### config.mk
export PLATFORM = sky130hd
export DESIGN_NAME = triangle_gfx_top
export DESIGN_NICKNAME = d
export VERILOG_FILES = /design/src/common/gfx_pkg.sv /design/src/common/dvi_pkg.sv /design/src/display_timings.sv /design/src/draw/draw_line.sv /design/src/draw/draw_triangle_fill.sv /design/src/framebuffer.sv /design/src/dvi/tmds_encoder.sv /design/src/triangle_gfx_top.sv
export VERILOG_INCLUDE_DIRS = /design/src /design/src/common
export SDC_FILE = /design/constraint.sdc
export NUM_CORES = 2
export LEC_CHECK = 0
export ABC_AREA = 1
export BUFFER_PORTS_ARGS = -buffer_cell sky130_fd_sc_hd__buf_2
export CAP_MARGIN = 20
export CORE_ASPECT_RATIO = 1.25
export CORE_MARGIN = 2
export CORE_UTILIZATION = 46
export DETAILED_ROUTE_END_ITERATION = 16
export SYNTH_ARGS = -nofsm -noshare
export SYNTH_HDL_FRONTEND = slang
export SYNTH_SLANG_ARGS = --single-unit
### constraint.sdc
create_clock -name clk_100m -period 18.85 [get_ports clk_100m]
set_input_delay 0.9425 -clock clk_100m [delete_from_list [all_inputs] [get_ports clk_100m]]
set_output_delay 0.9425 -clock clk_100m [all_outputs]
set_load 0.02 [all_outputs]
### src/common/gfx_consts.svh
// graphics constants
// framebuffer geometry, colour index width and display timing
`ifndef GFX_CONSTS_SVH
`define GFX_CONSTS_SVH

`define GFX_FB_WIDTH  32    // pixels per row
`define GFX_FB_HEIGHT 18    // rows
`define GFX_CORDW     8     // signed coordinate width
`define GFX_CIDXW     4     // colour index width

`define GFX_H_ACTIVE  32
`define GFX_H_FRONT   2
`define GFX_H_SYNC    4
`define GFX_H_BACK    2
`define GFX_H_TOTAL   (`GFX_H_ACTIVE + `GFX_H_FRONT + `GFX_H_SYNC + `GFX_H_BACK)

`define GFX_V_ACTIVE  18
`define GFX_V_FRONT   1
`define GFX_V_SYNC    2
`define GFX_V_BACK    1
`define GFX_V_TOTAL   (`GFX_V_ACTIVE + `GFX_V_FRONT + `GFX_V_SYNC + `GFX_V_BACK)

`endif

### src/common/gfx_pkg.sv
// drawing types
// coordinates, vertices, triangle commands and pixel writes
`include "gfx_consts.svh"

package gfx_pkg;

    typedef logic signed [`GFX_CORDW-1:0] coord_t;

    typedef struct packed {
        coord_t x;
        coord_t y;
    } vertex_t;

    typedef struct packed {
        vertex_t                v0;
        vertex_t                v1;
        vertex_t                v2;
        logic [`GFX_CIDXW-1:0] cidx;    // fill colour
    } triangle_t;

    typedef struct packed {
        coord_t                 x;
        coord_t                 y;
        logic [`GFX_CIDXW-1:0] cidx;
    } pix_write_t;

    typedef enum logic [2:0] {
        IDLE,
        SORT,
        INIT_EDGES,
        SPAN,
        NEXT_LINE,
        DONE
    } fill_state_e;

endpackage

### src/common/dvi_pkg.sv
// video output types
// sync flags, rgb pixels and tmds symbols
package dvi_pkg;

    typedef struct packed {
        logic hsync;
        logic vsync;
        logic de;       // active picture
    } video_ctrl_t;

    typedef struct packed {
        logic [7:0] red;
        logic [7:0] green;
        logic [7:0] blue;
    } rgb_t;

    typedef logic [9:0] tmds_word_t;

    typedef struct packed {
        tmds_word_t ch0;    // blue plus syncs
        tmds_word_t ch1;    // green
        tmds_word_t ch2;    // red
    } tmds_bus_t;

    typedef enum logic {
        CTRL,
        VIDEO
    } enc_mode_e;

endpackage

### src/display_timings.sv
// display timing generator
// screen position, active high syncs and data enable
`timescale 1ns/10ps
`include "gfx_consts.svh"

module display_timings (
    input  logic                 clk_100m,
    input  logic                 arst_n,
    output gfx_pkg::coord_t      sx,
    output gfx_pkg::coord_t      sy,
    output dvi_pkg::video_ctrl_t ctrl,
    output logic                 frame
);

    localparam int H_TOTAL   = `GFX_H_TOTAL;
    localparam int V_TOTAL   = `GFX_V_TOTAL;
    localparam int HS_START  = `GFX_H_ACTIVE + `GFX_H_FRONT;
    localparam int HS_END    = HS_START + `GFX_H_SYNC;
    localparam int VS_START  = `GFX_V_ACTIVE + `GFX_V_FRONT;
    localparam int VS_END    = VS_START + `GFX_V_SYNC;

    logic line_end;
    logic frame_end;

    assign line_end  = (sx == H_TOTAL - 1);
    assign frame_end = line_end && (sy == V_TOTAL - 1);

    always_ff @(posedge clk_100m or negedge arst_n) begin
        if (!arst_n) begin
            sx    <= '0;
            sy    <= '0;
            frame <= 1'b0;
        end else begin
            frame <= frame_end;     // high together with position 0,0
            if (line_end) begin
                sx <= '0;
                sy <= frame_end ? '0 : sy + 1'b1;
            end else begin
                sx <= sx + 1'b1;
            end
        end
    end

    always_comb begin
        ctrl.hsync = (sx >= HS_START) && (sx < HS_END);
        ctrl.vsync = (sy >= VS_START) && (sy < VS_END);
        ctrl.de    = (sx < `GFX_H_ACTIVE) && (sy < `GFX_V_ACTIVE);
    end

    a_sx_range: assert property (@(posedge clk_100m) disable iff (!arst_n)
        (sx >= 0) && (sx < H_TOTAL));

endmodule

### src/draw/draw_line.sv
// bresenham line walker
// moves one pixel from p0 towards p1 on each advance request
`timescale 1ns/10ps
`include "gfx_consts.svh"

module draw_line (
    input  logic             clk_100m,
    input  logic             arst_n,
    input  logic             start,
    input  logic             adv,
    input  gfx_pkg::vertex_t p0,
    input  gfx_pkg::vertex_t p1,
    output gfx_pkg::vertex_t pos,
    output logic             last
);

    localparam int EW = `GFX_CORDW + 3;    // room for 2*err
    localparam gfx_pkg::coord_t ONE = 1;

    logic signed [EW-1:0] dx;       // +|x1-x0|
    logic signed [EW-1:0] dy;       // -|y1-y0|
    logic signed [EW-1:0] err;
    logic signed [EW-1:0] e2;
    logic signed [EW-1:0] adx;
    logic signed [EW-1:0] ady;
    logic signed [EW-1:0] err_n;
    logic                 x_dec;
    logic                 y_dec;
    gfx_pkg::vertex_t     p_end;
    gfx_pkg::vertex_t     pos_n;

    assign last = (pos == p_end);
    assign e2   = err <<< 1;

    always_comb begin
        adx = EW'(p1.x) - EW'(p0.x);
        ady = EW'(p1.y) - EW'(p0.y);
        if (adx < 0) begin
            adx = -adx;
        end
        if (ady < 0) begin
            ady = -ady;
        end
    end

    // one bresenham step
    always_comb begin
        err_n = err;
        pos_n = pos;
        if (e2 >= dy) begin
            err_n   = err_n + dy;
            pos_n.x = x_dec ? pos.x - ONE : pos.x + ONE;
        end
        if (e2 <= dx) begin
            err_n   = err_n + dx;
            pos_n.y = y_dec ? pos.y - ONE : pos.y + ONE;
        end
    end

    always_ff @(posedge clk_100m or negedge arst_n) begin
        if (!arst_n) begin
            pos   <= '0;
            p_end <= '0;
            dx    <= '0;
            dy    <= '0;
            err   <= '0;
            x_dec <= 1'b0;
            y_dec <= 1'b0;
        end else if (start) begin
            pos   <= p0;
            p_end <= p1;
            dx    <= adx;
            dy    <= -ady;
            err   <= adx - ady;
            x_dec <= (p1.x < p0.x);
            y_dec <= (p1.y < p0.y);
        end else if (adv && !last) begin
            pos <= pos_n;
            err <= err_n;
        end
    end

endmodule

### src/draw/draw_triangle_fill.sv
// filled triangle engine
// traces the long edge and both short edges, then writes one span per row
`timescale 1ns/10ps
`include "gfx_consts.svh"

module draw_triangle_fill (
    input  logic                clk_100m,
    input  logic                arst_n,
    input  logic                start,
    input  gfx_pkg::triangle_t  cmd,
    output logic                busy,
    output logic                done,
    output logic                wr_en,
    output gfx_pkg::pix_write_t wr
);

    localparam gfx_pkg::coord_t ONE   = 1;
    localparam gfx_pkg::coord_t C_MAX = (2 ** (`GFX_CORDW - 1)) - 1;
    localparam gfx_pkg::coord_t C_MIN = -(2 ** (`GFX_CORDW - 1));

    gfx_pkg::fill_state_e  state;
    gfx_pkg::vertex_t      s0, s1, s2;          // sorted by y after SORT
    gfx_pkg::vertex_t      srt0, srt1, srt2;
    logic [`GFX_CIDXW-1:0] cidx;
    gfx_pkg::coord_t       y, x, x_end;
    gfx_pkg::coord_t       xmin, xmax, xmin_n, xmax_n;
    logic                  half2;               // short edge now on s1 -> s2

    logic             a_start, a_adv, a_last, a_on, a_done;
    logic             b_start, b_adv, b_last, b_on, b_done, b_reload;
    gfx_pkg::vertex_t a_pos, b_pos, b_p0, b_p1;
    logic             walking;

    // three compare-swaps on y
    always_comb begin
        gfx_pkg::vertex_t t;
        t    = s0;
        srt0 = s0;
        srt1 = s1;
        srt2 = s2;
        if (srt0.y > srt1.y) begin
            t    = srt0;
            srt0 = srt1;
            srt1 = t;
        end
        if (srt1.y > srt2.y) begin
            t    = srt1;
            srt1 = srt2;
            srt2 = t;
        end
        if (srt0.y > srt1.y) begin
            t    = srt0;
            srt0 = srt1;
            srt1 = t;
        end
    end

    assign walking  = (state == gfx_pkg::NEXT_LINE);
    assign a_on     = (a_pos.y == y);
    assign b_on     = (b_pos.y == y);
    assign a_done   = !a_on || a_last;
    assign b_reload = walking && !half2 && b_on && b_last;
    assign b_done   = !b_on || (b_last && half2);
    assign a_start  = (state == gfx_pkg::INIT_EDGES);
    assign b_start  = (state == gfx_pkg::INIT_EDGES) || b_reload;
    assign a_adv    = walking && a_on && !a_last;
    assign b_adv    = walking && b_on && !b_last;
    assign b_p0     = (half2 || b_reload) ? s1 : s0;
    assign b_p1     = (half2 || b_reload) ? s2 : s1;

    draw_line i_edge_long (
        .clk_100m, .arst_n,
        .start(a_start), .adv(a_adv),
        .p0(s0), .p1(s2),
        .pos(a_pos), .last(a_last)
    );

    draw_line i_edge_short (
        .clk_100m, .arst_n,
        .start(b_start), .adv(b_adv),
        .p0(b_p0), .p1(b_p1),
        .pos(b_pos), .last(b_last)
    );

    // span limits including the edge pixels seen this cycle
    always_comb begin
        xmin_n = xmin;
        xmax_n = xmax;
        if (a_on && a_pos.x < xmin_n) xmin_n = a_pos.x;
        if (a_on && a_pos.x > xmax_n) xmax_n = a_pos.x;
        if (b_on && b_pos.x < xmin_n) xmin_n = b_pos.x;
        if (b_on && b_pos.x > xmax_n) xmax_n = b_pos.x;
    end

    always_ff @(posedge clk_100m or negedge arst_n) begin
        if (!arst_n) begin
            state <= gfx_pkg::IDLE;
            s0    <= '0;
            s1    <= '0;
            s2    <= '0;
            cidx  <= '0;
            y     <= '0;
            x     <= '0;
            x_end <= '0;
            xmin  <= C_MAX;
            xmax  <= C_MIN;
            half2 <= 1'b0;
        end else begin
            case (state)
                gfx_pkg::IDLE: if (start) begin
                    s0    <= cmd.v0;
                    s1    <= cmd.v1;
                    s2    <= cmd.v2;
                    cidx  <= cmd.cidx;
                    state <= gfx_pkg::SORT;
                end
                gfx_pkg::SORT: begin
                    s0    <= srt0;
                    s1    <= srt1;
                    s2    <= srt2;
                    half2 <= 1'b0;              // short walker starts on s0 -> s1
                    state <= gfx_pkg::INIT_EDGES;
                end
                gfx_pkg::INIT_EDGES: begin      // edge walkers load here
                    y     <= s0.y;
                    xmin  <= C_MAX;
                    xmax  <= C_MIN;
                    state <= gfx_pkg::NEXT_LINE;
                end
                gfx_pkg::NEXT_LINE: begin
                    xmin <= xmin_n;
                    xmax <= xmax_n;
                    if (b_reload) half2 <= 1'b1;
                    if (a_done && b_done) begin
                        x     <= xmin_n;
                        x_end <= xmax_n;
                        state <= gfx_pkg::SPAN;
                    end
                end
                gfx_pkg::SPAN: begin
                    if (x != x_end) begin
                        x <= x + ONE;
                    end else if (y == s2.y) begin
                        state <= gfx_pkg::DONE;
                    end else begin
                        y     <= y + ONE;
                        xmin  <= C_MAX;
                        xmax  <= C_MIN;
                        state <= gfx_pkg::NEXT_LINE;
                    end
                end
                default: state <= gfx_pkg::IDLE;    // DONE
            endcase
        end
    end

    always_comb begin
        busy    = (state != gfx_pkg::IDLE);
        done    = (state == gfx_pkg::DONE);
        wr_en   = (state == gfx_pkg::SPAN);
        wr.x    = x;
        wr.y    = y;
        wr.cidx = cidx;
    end

    a_start_no_done: assert property (@(posedge clk_100m) disable iff (!arst_n)
        (start && !busy) |-> !done ##1 (busy && !done));

    a_write_in_fill: assert property (@(posedge clk_100m) disable iff (!arst_n)
        wr_en |=> busy);

endmodule

### src/framebuffer.sv
// framebuffer with colour index memory and palette lookup
// index read in the first cycle, palette in the second, syncs delayed to match
`timescale 1ns/10ps
`include "gfx_consts.svh"

module framebuffer (
    input  logic                 clk_100m,
    input  logic                 arst_n,
    input  logic                 wr_en,
    input  gfx_pkg::pix_write_t  wr,
    input  gfx_pkg::coord_t      sx,
    input  gfx_pkg::coord_t      sy,
    input  dvi_pkg::video_ctrl_t ctrl_in,
    output dvi_pkg::rgb_t        rgb,
    output dvi_pkg::video_ctrl_t ctrl_out
);

    localparam int DEPTH = `GFX_FB_WIDTH * `GFX_FB_HEIGHT;
    localparam int AW    = $clog2(DEPTH);

    // 16 colour palette, entry 0 black
    localparam logic [23:0] PALETTE [2**`GFX_CIDXW] = '{
        24'h000000, 24'h1D2B53, 24'h7E2553, 24'h008751,
        24'hAB5236, 24'h5F574F, 24'hC2C3C7, 24'hFFF1E8,
        24'hFF004D, 24'hFFA300, 24'hFFEC27, 24'h00E436,
        24'h29ADFF, 24'h83769C, 24'hFF77A8, 24'hFFCCAA
    };

    logic [`GFX_CIDXW-1:0] mem [DEPTH];
    logic [`GFX_CIDXW-1:0] idx;
    logic [AW-1:0]         waddr;
    logic [AW-1:0]         raddr;
    logic                  wr_ok;
    dvi_pkg::video_ctrl_t  ctrl_d1;

    initial begin
        for (int i = 0; i < DEPTH; i++) begin
            mem[i] = '0;
        end
    end

    always_comb begin
        wr_ok = wr_en && (wr.x >= 0) && (wr.x < `GFX_FB_WIDTH)
                      && (wr.y >= 0) && (wr.y < `GFX_FB_HEIGHT);   // clip
        waddr = AW'(int'(wr.y) * `GFX_FB_WIDTH + int'(wr.x));
        raddr = AW'(int'(sy) * `GFX_FB_WIDTH + int'(sx));
    end

    always_ff @(posedge clk_100m) begin
        if (wr_ok) begin
            mem[waddr] <= wr.cidx;
        end
        if (ctrl_in.de) begin
            idx <= mem[raddr];
        end
        rgb <= ctrl_d1.de ? dvi_pkg::rgb_t'(PALETTE[idx]) : '0;   // black in blanking
    end

    always_ff @(posedge clk_100m or negedge arst_n) begin
        if (!arst_n) begin
            ctrl_d1  <= '0;
            ctrl_out <= '0;
        end else begin
            ctrl_d1  <= ctrl_in;
            ctrl_out <= ctrl_d1;
        end
    end

endmodule

### src/dvi/tmds_encoder.sv
// dvi tmds encoder
// transition minimised 8b/10b data symbols with dc balance, fixed control symbols
`timescale 1ns/10ps

module tmds_encoder (
    input  logic                clk_100m,
    input  logic                arst_n,
    input  logic [7:0]          data,
    input  logic [1:0]          ctrl,       // {c1, c0}
    input  logic                de,
    output dvi_pkg::tmds_word_t sym
);

    localparam dvi_pkg::tmds_word_t CTRL_00 = 10'b1101010100;
    localparam dvi_pkg::tmds_word_t CTRL_01 = 10'b0010101011;
    localparam dvi_pkg::tmds_word_t CTRL_10 = 10'b0101010100;
    localparam dvi_pkg::tmds_word_t CTRL_11 = 10'b1010101011;

    dvi_pkg::enc_mode_e mode;
    logic [3:0]         n1_data;
    logic [3:0]         n1_qm;
    logic               use_xnor;
    logic [8:0]         q_m;
    logic signed [4:0]  balance;    // (ones - zeros) / 2 of q_m
    logic signed [4:0]  bias;       // running disparity, same units

    assign mode = de ? dvi_pkg::VIDEO : dvi_pkg::CTRL;

    always_comb begin
        n1_data  = 4'($countones(data));
        use_xnor = (n1_data > 4'd4) || (n1_data == 4'd4 && !data[0]);
        q_m[0]   = data[0];
        for (int i = 1; i < 8; i++) begin
            q_m[i] = use_xnor ? ~(q_m[i-1] ^ data[i]) : (q_m[i-1] ^ data[i]);
        end
        q_m[8]  = ~use_xnor;
        n1_qm   = 4'($countones(q_m[7:0]));
        balance = $signed({1'b0, n1_qm}) - 5'sd4;
    end

    always_ff @(posedge clk_100m or negedge arst_n) begin
        if (!arst_n) begin
            sym  <= CTRL_00;
            bias <= '0;
        end else if (mode == dvi_pkg::CTRL) begin
            bias <= '0;                     // disparity restarts each blanking
            case (ctrl)
                2'b00:   sym <= CTRL_00;
                2'b01:   sym <= CTRL_01;
                2'b10:   sym <= CTRL_10;
                default: sym <= CTRL_11;
            endcase
        end else if (bias == 0 || balance == 0) begin
            if (q_m[8]) begin
                sym  <= {2'b01, q_m[7:0]};
                bias <= bias + balance;
            end else begin
                sym  <= {2'b10, ~q_m[7:0]};
                bias <= bias - balance;
            end
        end else if (bias[4] == balance[4]) begin  // same sign, invert
            sym  <= {1'b1, q_m[8], ~q_m[7:0]};
            bias <= bias + $signed({4'b0, q_m[8]}) - balance;
        end else begin
            sym  <= {1'b0, q_m[8], q_m[7:0]};
            bias <= bias - $signed({4'b0, ~q_m[8]}) + balance;
        end
    end

    a_bias_bound: assert property (@(posedge clk_100m) disable iff (!arst_n)
        (mode == dvi_pkg::VIDEO) |=> (bias >= -8) && (bias <= 8));

endmodule

### src/triangle_gfx_top.sv
// triangle graphics top level
// fill engine and framebuffer feeding display timing and three tmds encoders
`timescale 1ns/10ps

module triangle_gfx_top (
    input  logic               clk_100m,
    input  logic               arst_n,
    input  logic               draw_start,
    input  gfx_pkg::triangle_t cmd,
    output logic               draw_busy,
    output logic               draw_done,
    output logic               frame,
    output dvi_pkg::tmds_bus_t tmds
);

    gfx_pkg::pix_write_t  wr;
    logic                 wr_en;
    gfx_pkg::coord_t      sx, sy;
    dvi_pkg::video_ctrl_t ctrl;         // at counter position
    dvi_pkg::video_ctrl_t ctrl_px;      // aligned with rgb
    dvi_pkg::rgb_t        rgb;
    logic [7:0]           chan_data [3];
    logic [1:0]           chan_ctrl [3];
    dvi_pkg::tmds_word_t  chan_sym  [3];

    draw_triangle_fill i_draw_triangle_fill (
        .clk_100m, .arst_n,
        .start(draw_start), .cmd,
        .busy(draw_busy), .done(draw_done),
        .wr_en, .wr
    );

    display_timings i_display_timings (
        .clk_100m, .arst_n,
        .sx, .sy, .ctrl, .frame
    );

    framebuffer i_framebuffer (
        .clk_100m, .arst_n,
        .wr_en, .wr,
        .sx, .sy, .ctrl_in(ctrl),
        .rgb, .ctrl_out(ctrl_px)
    );

    always_comb begin
        chan_data[0] = rgb.blue;
        chan_data[1] = rgb.green;
        chan_data[2] = rgb.red;
        chan_ctrl[0] = {ctrl_px.vsync, ctrl_px.hsync};  // syncs ride on blue
        chan_ctrl[1] = 2'b00;
        chan_ctrl[2] = 2'b00;
        tmds.ch0     = chan_sym[0];
        tmds.ch1     = chan_sym[1];
        tmds.ch2     = chan_sym[2];
    end

    for (genvar ch = 0; ch < 3; ch++) begin : g_enc
        tmds_encoder i_tmds_encoder (
            .clk_100m, .arst_n,
            .data(chan_data[ch]), .ctrl(chan_ctrl[ch]), .de(ctrl_px.de),
            .sym(chan_sym[ch])
        );
    end

endmodule

* Yosys cells after proc, flatten, opt, wreduce, memory -nomap -nowiden
Memory sizes are Yosys's and may differ from the RTL's. A register that Yosys moved wholly into a read port is not among the register bits.
Index checks and enable logic that the tools add are counted.
W data, S select, Z words.
** Storage, ports and cells
- Bits in read-only memories :: 384
- Logic and storage cells :: 441
- Bits in registers :: 298
- Memories :: 2
- RAM bits :: 2304
** Operators by class
- Reduce and logical (&&, ||, !) cells :: 78
- $add $sub $neg :: 93
- Order comparisons :: 32
- Bitwise logic cells :: 49
- Muxes and demuxes :: 112
- Eq/ne operators :: 28
** Memory list
- i_framebuffer.mem :: words 576, width 4, rd ports 1, clocked after Yosys merged registers in 1, wr ports 1, RTL line framebuffer.sv:29 : logic [`GFX_CIDXW-1:0] mem [DEPTH];
- (name not given) :: words 16, width 24, rd ports 1, clocked after Yosys merged registers in 1, wr ports 0, RTL line framebuffer.sv:56 : rgb <= ctrl_d1.de ? dvi_pkg::rgb_t'(PALETTE[idx]) : '0;
** Operators with widths (number)
- $mux W16 :: 15
- $logic_not A32 Y1 :: 6
- $mux W8 :: 22
- $mux W11 :: 12
- $mux W10 :: 12
- $pmux W16 S2 :: 3
- $add A4 B4 Y4 :: 18
- $mux W5 :: 12
- $add A1 B1 Y2 :: 24
- $add A8 B2 Y8 const B :: 6
- $lt A8 B8 Y1 :: 6
- $pmux W8 S3 :: 2
- $add A11 B11 Y11 :: 4
- $neg A9 Y11 :: 4
- $gt A8 B8 Y1 :: 5
- $lt A9 B1 Y1 const B :: 4
- $sub A8 B8 Y9 :: 4
- $eq A16 B16 Y1 :: 2
- $pmux W8 S2 :: 2
- $sub A8 B2 Y8 const B :: 4
- $add A5 B5 Y5 :: 6
- $pmux W10 S3 :: 1
- $sub A5 B5 Y5 :: 6
- $logic_and A1 B1 Y1 :: 26
- other kinds (44) :: 186

* Logic depth before layout (Yosys ltp)
- Depth in word-level cells :: 33
- Depth in mapped cells :: 37

* Cells and area by module
A second synthesis with hierarchy kept.
** Second synthesis, totals
- Cell total of the unflattened synthesis :: 12416
- Area total of the unflattened synthesis :: 125351.5 µm²
** By module, submodules not included
- framebuffer :: instances 1, area each 96436.2 µm², cells an instance 8285
- draw_line :: instances 2, area each 6889.1 µm², cells an instance 1019
- draw_triangle_fill :: instances 1, area each 7714.9 µm², cells an instance 1105
- tmds_encoder at g_enc[0].i_tmds_encoder ... :: instances 2, area each 2132.0 µm², cells an instance 281
- tmds_encoder at g_enc[2].i_tmds_encoder :: instances 1, area each 2114.5 µm², cells an instance 279
- display_timings :: instances 1, area each 1039.7 µm², cells an instance 146
- triangle_gfx_top :: instances 1, area each 3.8 µm², cells an instance 1

* Least setup slack after synthesis
Ideal clock, no wire load.
- Kind :: reg2reg
- Start point :: register i_draw_triangle_fill.cidx[0]
- End point :: memory i_framebuffer.mem[0][0] in the netlist's numbering, data pin
- Required time :: 17.295 ns
- Stages on the path, launching flop included :: 1
- Path slack :: 10.511 ns
- Data arrival time :: 6.785 ns
- Cell sequence :: dfrtp_1
** RTL lines
- from (decl) :: RTL line draw_triangle_fill.sv:24 : logic [`GFX_CIDXW-1:0] cidx;
- from (signal assigned) :: RTL line draw_triangle_fill.sv:114 : cidx <= cmd.cidx;
- to (decl) :: RTL line framebuffer.sv:29
Straight into the memory's write port.

* Final worst setup path
- Start point :: register, netlist name i_framebuffer.rgb[8]
- End point :: register g_enc[1].i_tmds_encoder.sym[7]
** On the way
- Word-level cells in the longest chain between the ends :: 33
** Ends and longest elaborated chain
- branches (longest 31 deep; another with $add A4 B4 Y4)
- $mux W10 * :: RTL line tmds_encoder.sv:53 : end else if (bias == 0 || balance == 0) begin
- $mux W10 * :: RTL line tmds_encoder.sv:45 : end else if (mode == dvi_pkg::CTRL) begin
- to (signal assigned) :: RTL line tmds_encoder.sv:55 : sym <= {2'b01, q_m[7:0]};
- to (signal assigned) :: RTL line tmds_encoder.sv:58 : sym <= {2'b10, ~q_m[7:0]};
- to (signal assigned) :: RTL line tmds_encoder.sv:62 : sym <= {1'b1, q_m[8], ~q_m[7:0]};
- to (decl) :: RTL line tmds_encoder.sv:11 : output dvi_pkg::tmds_word_t sym
Every way passes the cells marked *.
A chain may end at the register's enable or synchronous reset.

==> metrics list <==
* Library cell occupying the most area in the post-synthesis netlist: edfxtp_1
- Dividing the final minimum period by the clock period gives 0.396.
* Clock latency on the worst-skew pair: 0.87 ns
- For this run, the leading register cell type out of synthesis is edfxtp_1.
- Slack of the worst reg-to-reg path: 11.39 ns
- Summing all non-filler instances in the final layout gives an area of 132000 um2.
* YS warnings: 0
- Maximum net fanout on the critical path: 16
- DRC Markers: 0
- Deepest level of the CTS H-tree: 5
- Synth top area share: 0.578
- Vias in the first global route: 83900
- In the final layout, the share of cells above drive strength 1 is 0.0733.
* Largest clock skew in the final design: 0.0434 ns
- Setup violations remaining at the end of the flow were counted as 0.
* Type of the worst min-delay path: in2async
* Combinational family with the most area after synthesis: compound AO/OA/AOI/OAI gates
- Number of distinct library cells after synthesis: 83
- Averaged over all synthesized cells, the footprint is 11.0 um2.
* Post-route ant nets: 0
* Count of cells resized by post-cts repair: 0
- At the end of routability-driven placement, the weighted congestion stood at 0.891.
- Share of synthesized area occupied by flip-flops and latches: 0.644
- Root buffer cell: clkbuf_16
- At the worst endpoint, the arrival time is 8.24 ns.
- Height of the die: 575 um
- Detailed placement HPWL: 206000 um
* Start point of the critical path: i_framebuffer.rgb[8]$_SDFF_PN0_
- STA classifies the critical path startpoint as a register.
* TritonCTS clock tree: built
- The tool flagged a number of max-cap violations equal to 0.
- Power density over the cells: 157 nW/um2
- Top area cells in the synthesized netlist: edfxtp_1, o21ai_0, nor2_1
* Worst hold slack: 0.124 ns
- Area share of and/or/nand/nor cells after synthesis: 0.123
- For this configuration, the core starts out at a cell density of 0.462.
- For this run, the share of the core covered by cells in the final layout is 0.509.
- Pin count of the biggest net entering global routing: 217
- Non-filler cells in the finished layout: 14400
- Placed cell areas: 123000 um2
* Start of the worst register-to-register path: i_framebuffer.rgb[8]$_SDFF_PN0_
- Compound-Gate Fraction of Synth Area: 0.132
- CP dominant cell by count: fa_1
* Crit-path leading delay family: adder cells
* Post-DR wirelength/cell: 24.3 um
- Setup repair bufs after CTS: 0
- The routed design has 351000 um of wire.
- Leakage power: 46.2 nW
* Antenna violations before repair: 21
* Fill cell instance count of the final layout: 22700
* CTS buffer count: 270
* Arithmetic-cell share of the synthesized area counting full adders, half adders and majority gates: 0.0434
* Critical setup path kind: reg2reg
- Area growth from synthesis to layout: 10.0%
- Crit path buffers/inverters: 6
- Cells after synthesis: 10900
- The first global-routing pass estimated 524000 um of wire.
- Tmin final: 7.46 ns
- Run status: completed
- Maximum number of buffers from clock root to sink: 4
- Based on the critical path, the design can be clocked at up to 134 MHz.
* Die Footprint: 265000 um2
- For this run the aggregate overflow at the end of global routing stands at 0.
* Overall global routing resource usage: 0.260
* Post-layout nets: 11200
- Hold violation total from the final report: 0
- The synthesized design contains 2627 register bits.
- Synthesized netlist net count: 11300
- Endpoint kind of the worst setup timing path: register
- Chip Width: 461 um
* Worst slew margin relative to its limit: 0.238
- Share of the synthesized netlist area taken by xor and xnor gates: 0.0176
- On the worst path, the slowest cell contributes a delay of 0.69 ns.
- Cell count after placement: 13900
* Worst IR Drop VDD: 0.351 mV
* Top-level port count: 88
* # hold bufs at CTS: 0
* Pre-Repair DR Iteration Count: 8
* Fraction of registers with async set/reset: 0.113
* Number of enable flip-flop cells after synthesis: 2308
- Measured against the total synthesized area, the mux share comes to 0.000261.
* Critical Path RT: 19.63 ns
- The max-slew violation count is 0.
- Standard-cell rows: 209
* IO buf count: 87
- At the pin with the least slew margin, the transition time is 1.13 ns.
- Clock net sink count: 2627
* Slowest cell on the critical path: fa_1
- Clock-pin slew was measured on the worst setup and hold paths at 0.06 ns.
* TNS Setup: 0 ns
* Core area: 259000 um2
- Synth Cell Area: 120000 um2
* Number of vias per cell after detailed routing: 5.86
- Setup repair after global routing left no endpoint under its margin.
* Total number of vias: 84500
* Initial detailed-routing violation count: 9536
-- stage by stage --
stage | power [W] | worst slack [ns]
6_report | 0.0207 | 11.39
4_1_cts | 0.0206 | 11.38
3_5_place_dp | 0.0153 | 11.38
2_1_floorplan | 0.0134 | 10.51
5_1_grt | 0.0219 | 10.84
3_3_place_gp | 0.0151 | 11.42
-- sequential cells by signal, indices dropped and copies added (netlist names), 10 cells and up --
register	count
g_enc.i_tmds_encoder.bias	15
i_draw_triangle_fill.i_edge_long.err	10
i_draw_triangle_fill.i_edge_long.dy	11
i_draw_triangle_fill.i_edge_short.p_end	16
i_draw_triangle_fill.i_edge_short.err	10
i_draw_triangle_fill.i_edge_long.pos	16
i_draw_triangle_fill.s0	16
i_draw_triangle_fill.i_edge_short.dx	11
i_draw_triangle_fill.i_edge_long.dx	11
i_draw_triangle_fill.s2	16
i_draw_triangle_fill.s1	16
i_draw_triangle_fill.i_edge_short.pos	16
i_framebuffer.mem	2304
i_draw_triangle_fill.i_edge_long.p_end	16
i_draw_triangle_fill.i_edge_short.dy	11
i_framebuffer.rgb	23
g_enc.i_tmds_encoder.sym	30
-- final timing paths --
check / end / cells after the start
worst max register to register: g_enc[1].i_tmds_encoder.sym[7]$_DFF_PN0_ / 28
worst min-delay path: i_draw_triangle_fill.s0[5]$_DFFE_PN0P_ / 1
min in group clk_100m: i_draw_triangle_fill.cidx[0]$_DFFE_PN0P_ / 3
worst min register to register: i_framebuffer.ctrl_out[1]$_DFF_PN0_ / 0
max in group asynchronous: i_display_timings.sx[1]$_DFF_PN0_ / 3
worst max-delay path: g_enc[1].i_tmds_encoder.sym[7]$_DFF_PN0_ / 28
-- worst register-to-register path: cells and delay by family (launching register included) --
family	cells	cell delay, ns
flops	1	0.35
xor+xnor	5	1.11
compound gates	4	0.60
fa+ha+maj	10	4.06
simple gates	3	0.59
buf+inv	6	0.64
-- report_power, final --
| part | internal (W) | switching, W | total, W | leakage (nW) |
|---|---|---|---|---|
| registers | 0.00726 | 0.000375 | 0.00764 | 24.7 |
| clock network | 0.00302 | 0.00227 | 0.00530 | 4.16 |
| logic | 0.00240 | 0.00533 | 0.00773 | 17.4 |
-- synth_stat cells (59+ instances only) --
| library cell | number |
|---|---|
| buf_2 | 205 |
| a21oi_1 | 339 |
| nor2_1 | 1918 |
| dfrtp_1 | 273 |
| o211ai_1 | 60 |
| ha_1 | 341 |
| nand3_1 | 223 |
| xnor2_1 | 59 |
| clkbuf_1 | 373 |
| o22ai_1 | 577 |
| edfxtp_1 | 2308 |
| buf_1 | 62 |
| inv_1 | 509 |
| nand2_1 | 1222 |
| nand4_1 | 97 |
| o21ai_0 | 1513 |
| xor2_1 | 148 |
-- layer usage --
layer | global-route usage | vias to the layer above | share of wire
li1 | - | 38600 | -
met1 | 0.337 | 41700 | 0.39
met2 | 0.441 | 3560 | 0.49
met3 | 0.0349 | 695 | 0.077
met4 | 0.107 | 10 | 0.042
met5 | 0 | - | 0.00017
-- cell families after synthesis --
kind of cell,count (synthesis)
flops,2627
xor+xnor,224
simple gates,3647
mux,3
fa+ha+maj,388
compound gates,2814
buf+inv,1188
-- cell type report --
class,instances,area [um2],area share
diodes,4,10.0,0.0000758
clock buffers,341,7330,0.0555
clock inverters,140,1230,0.00936
inverters,531,2010,0.0153
multi-input cells,7076,38100,0.289
flip-flops and latches,2627,77200,0.585
well taps,3481,4360,0.0330
repair buffers,225,1720,0.0130
-- placed cells by master, fill, tap and decap left out, types with 59 or more instances in the layout --
cell type and instances:
buf_4 119, nor2_1 1916, nand3_1 223, nand2_1 1221, a21oi_1 339, dfrtp_1 266
edfxtp_1 2308, clkbuf_16 281, o21ai_0 1512, xor2_1 148, xnor2_1 59, o22ai_1 577
o211ai_1 60, inv_1 507, buf_2 87, nand4_1 97, ha_1 340
Note: power is estimated with default switching activity, not from simulation.
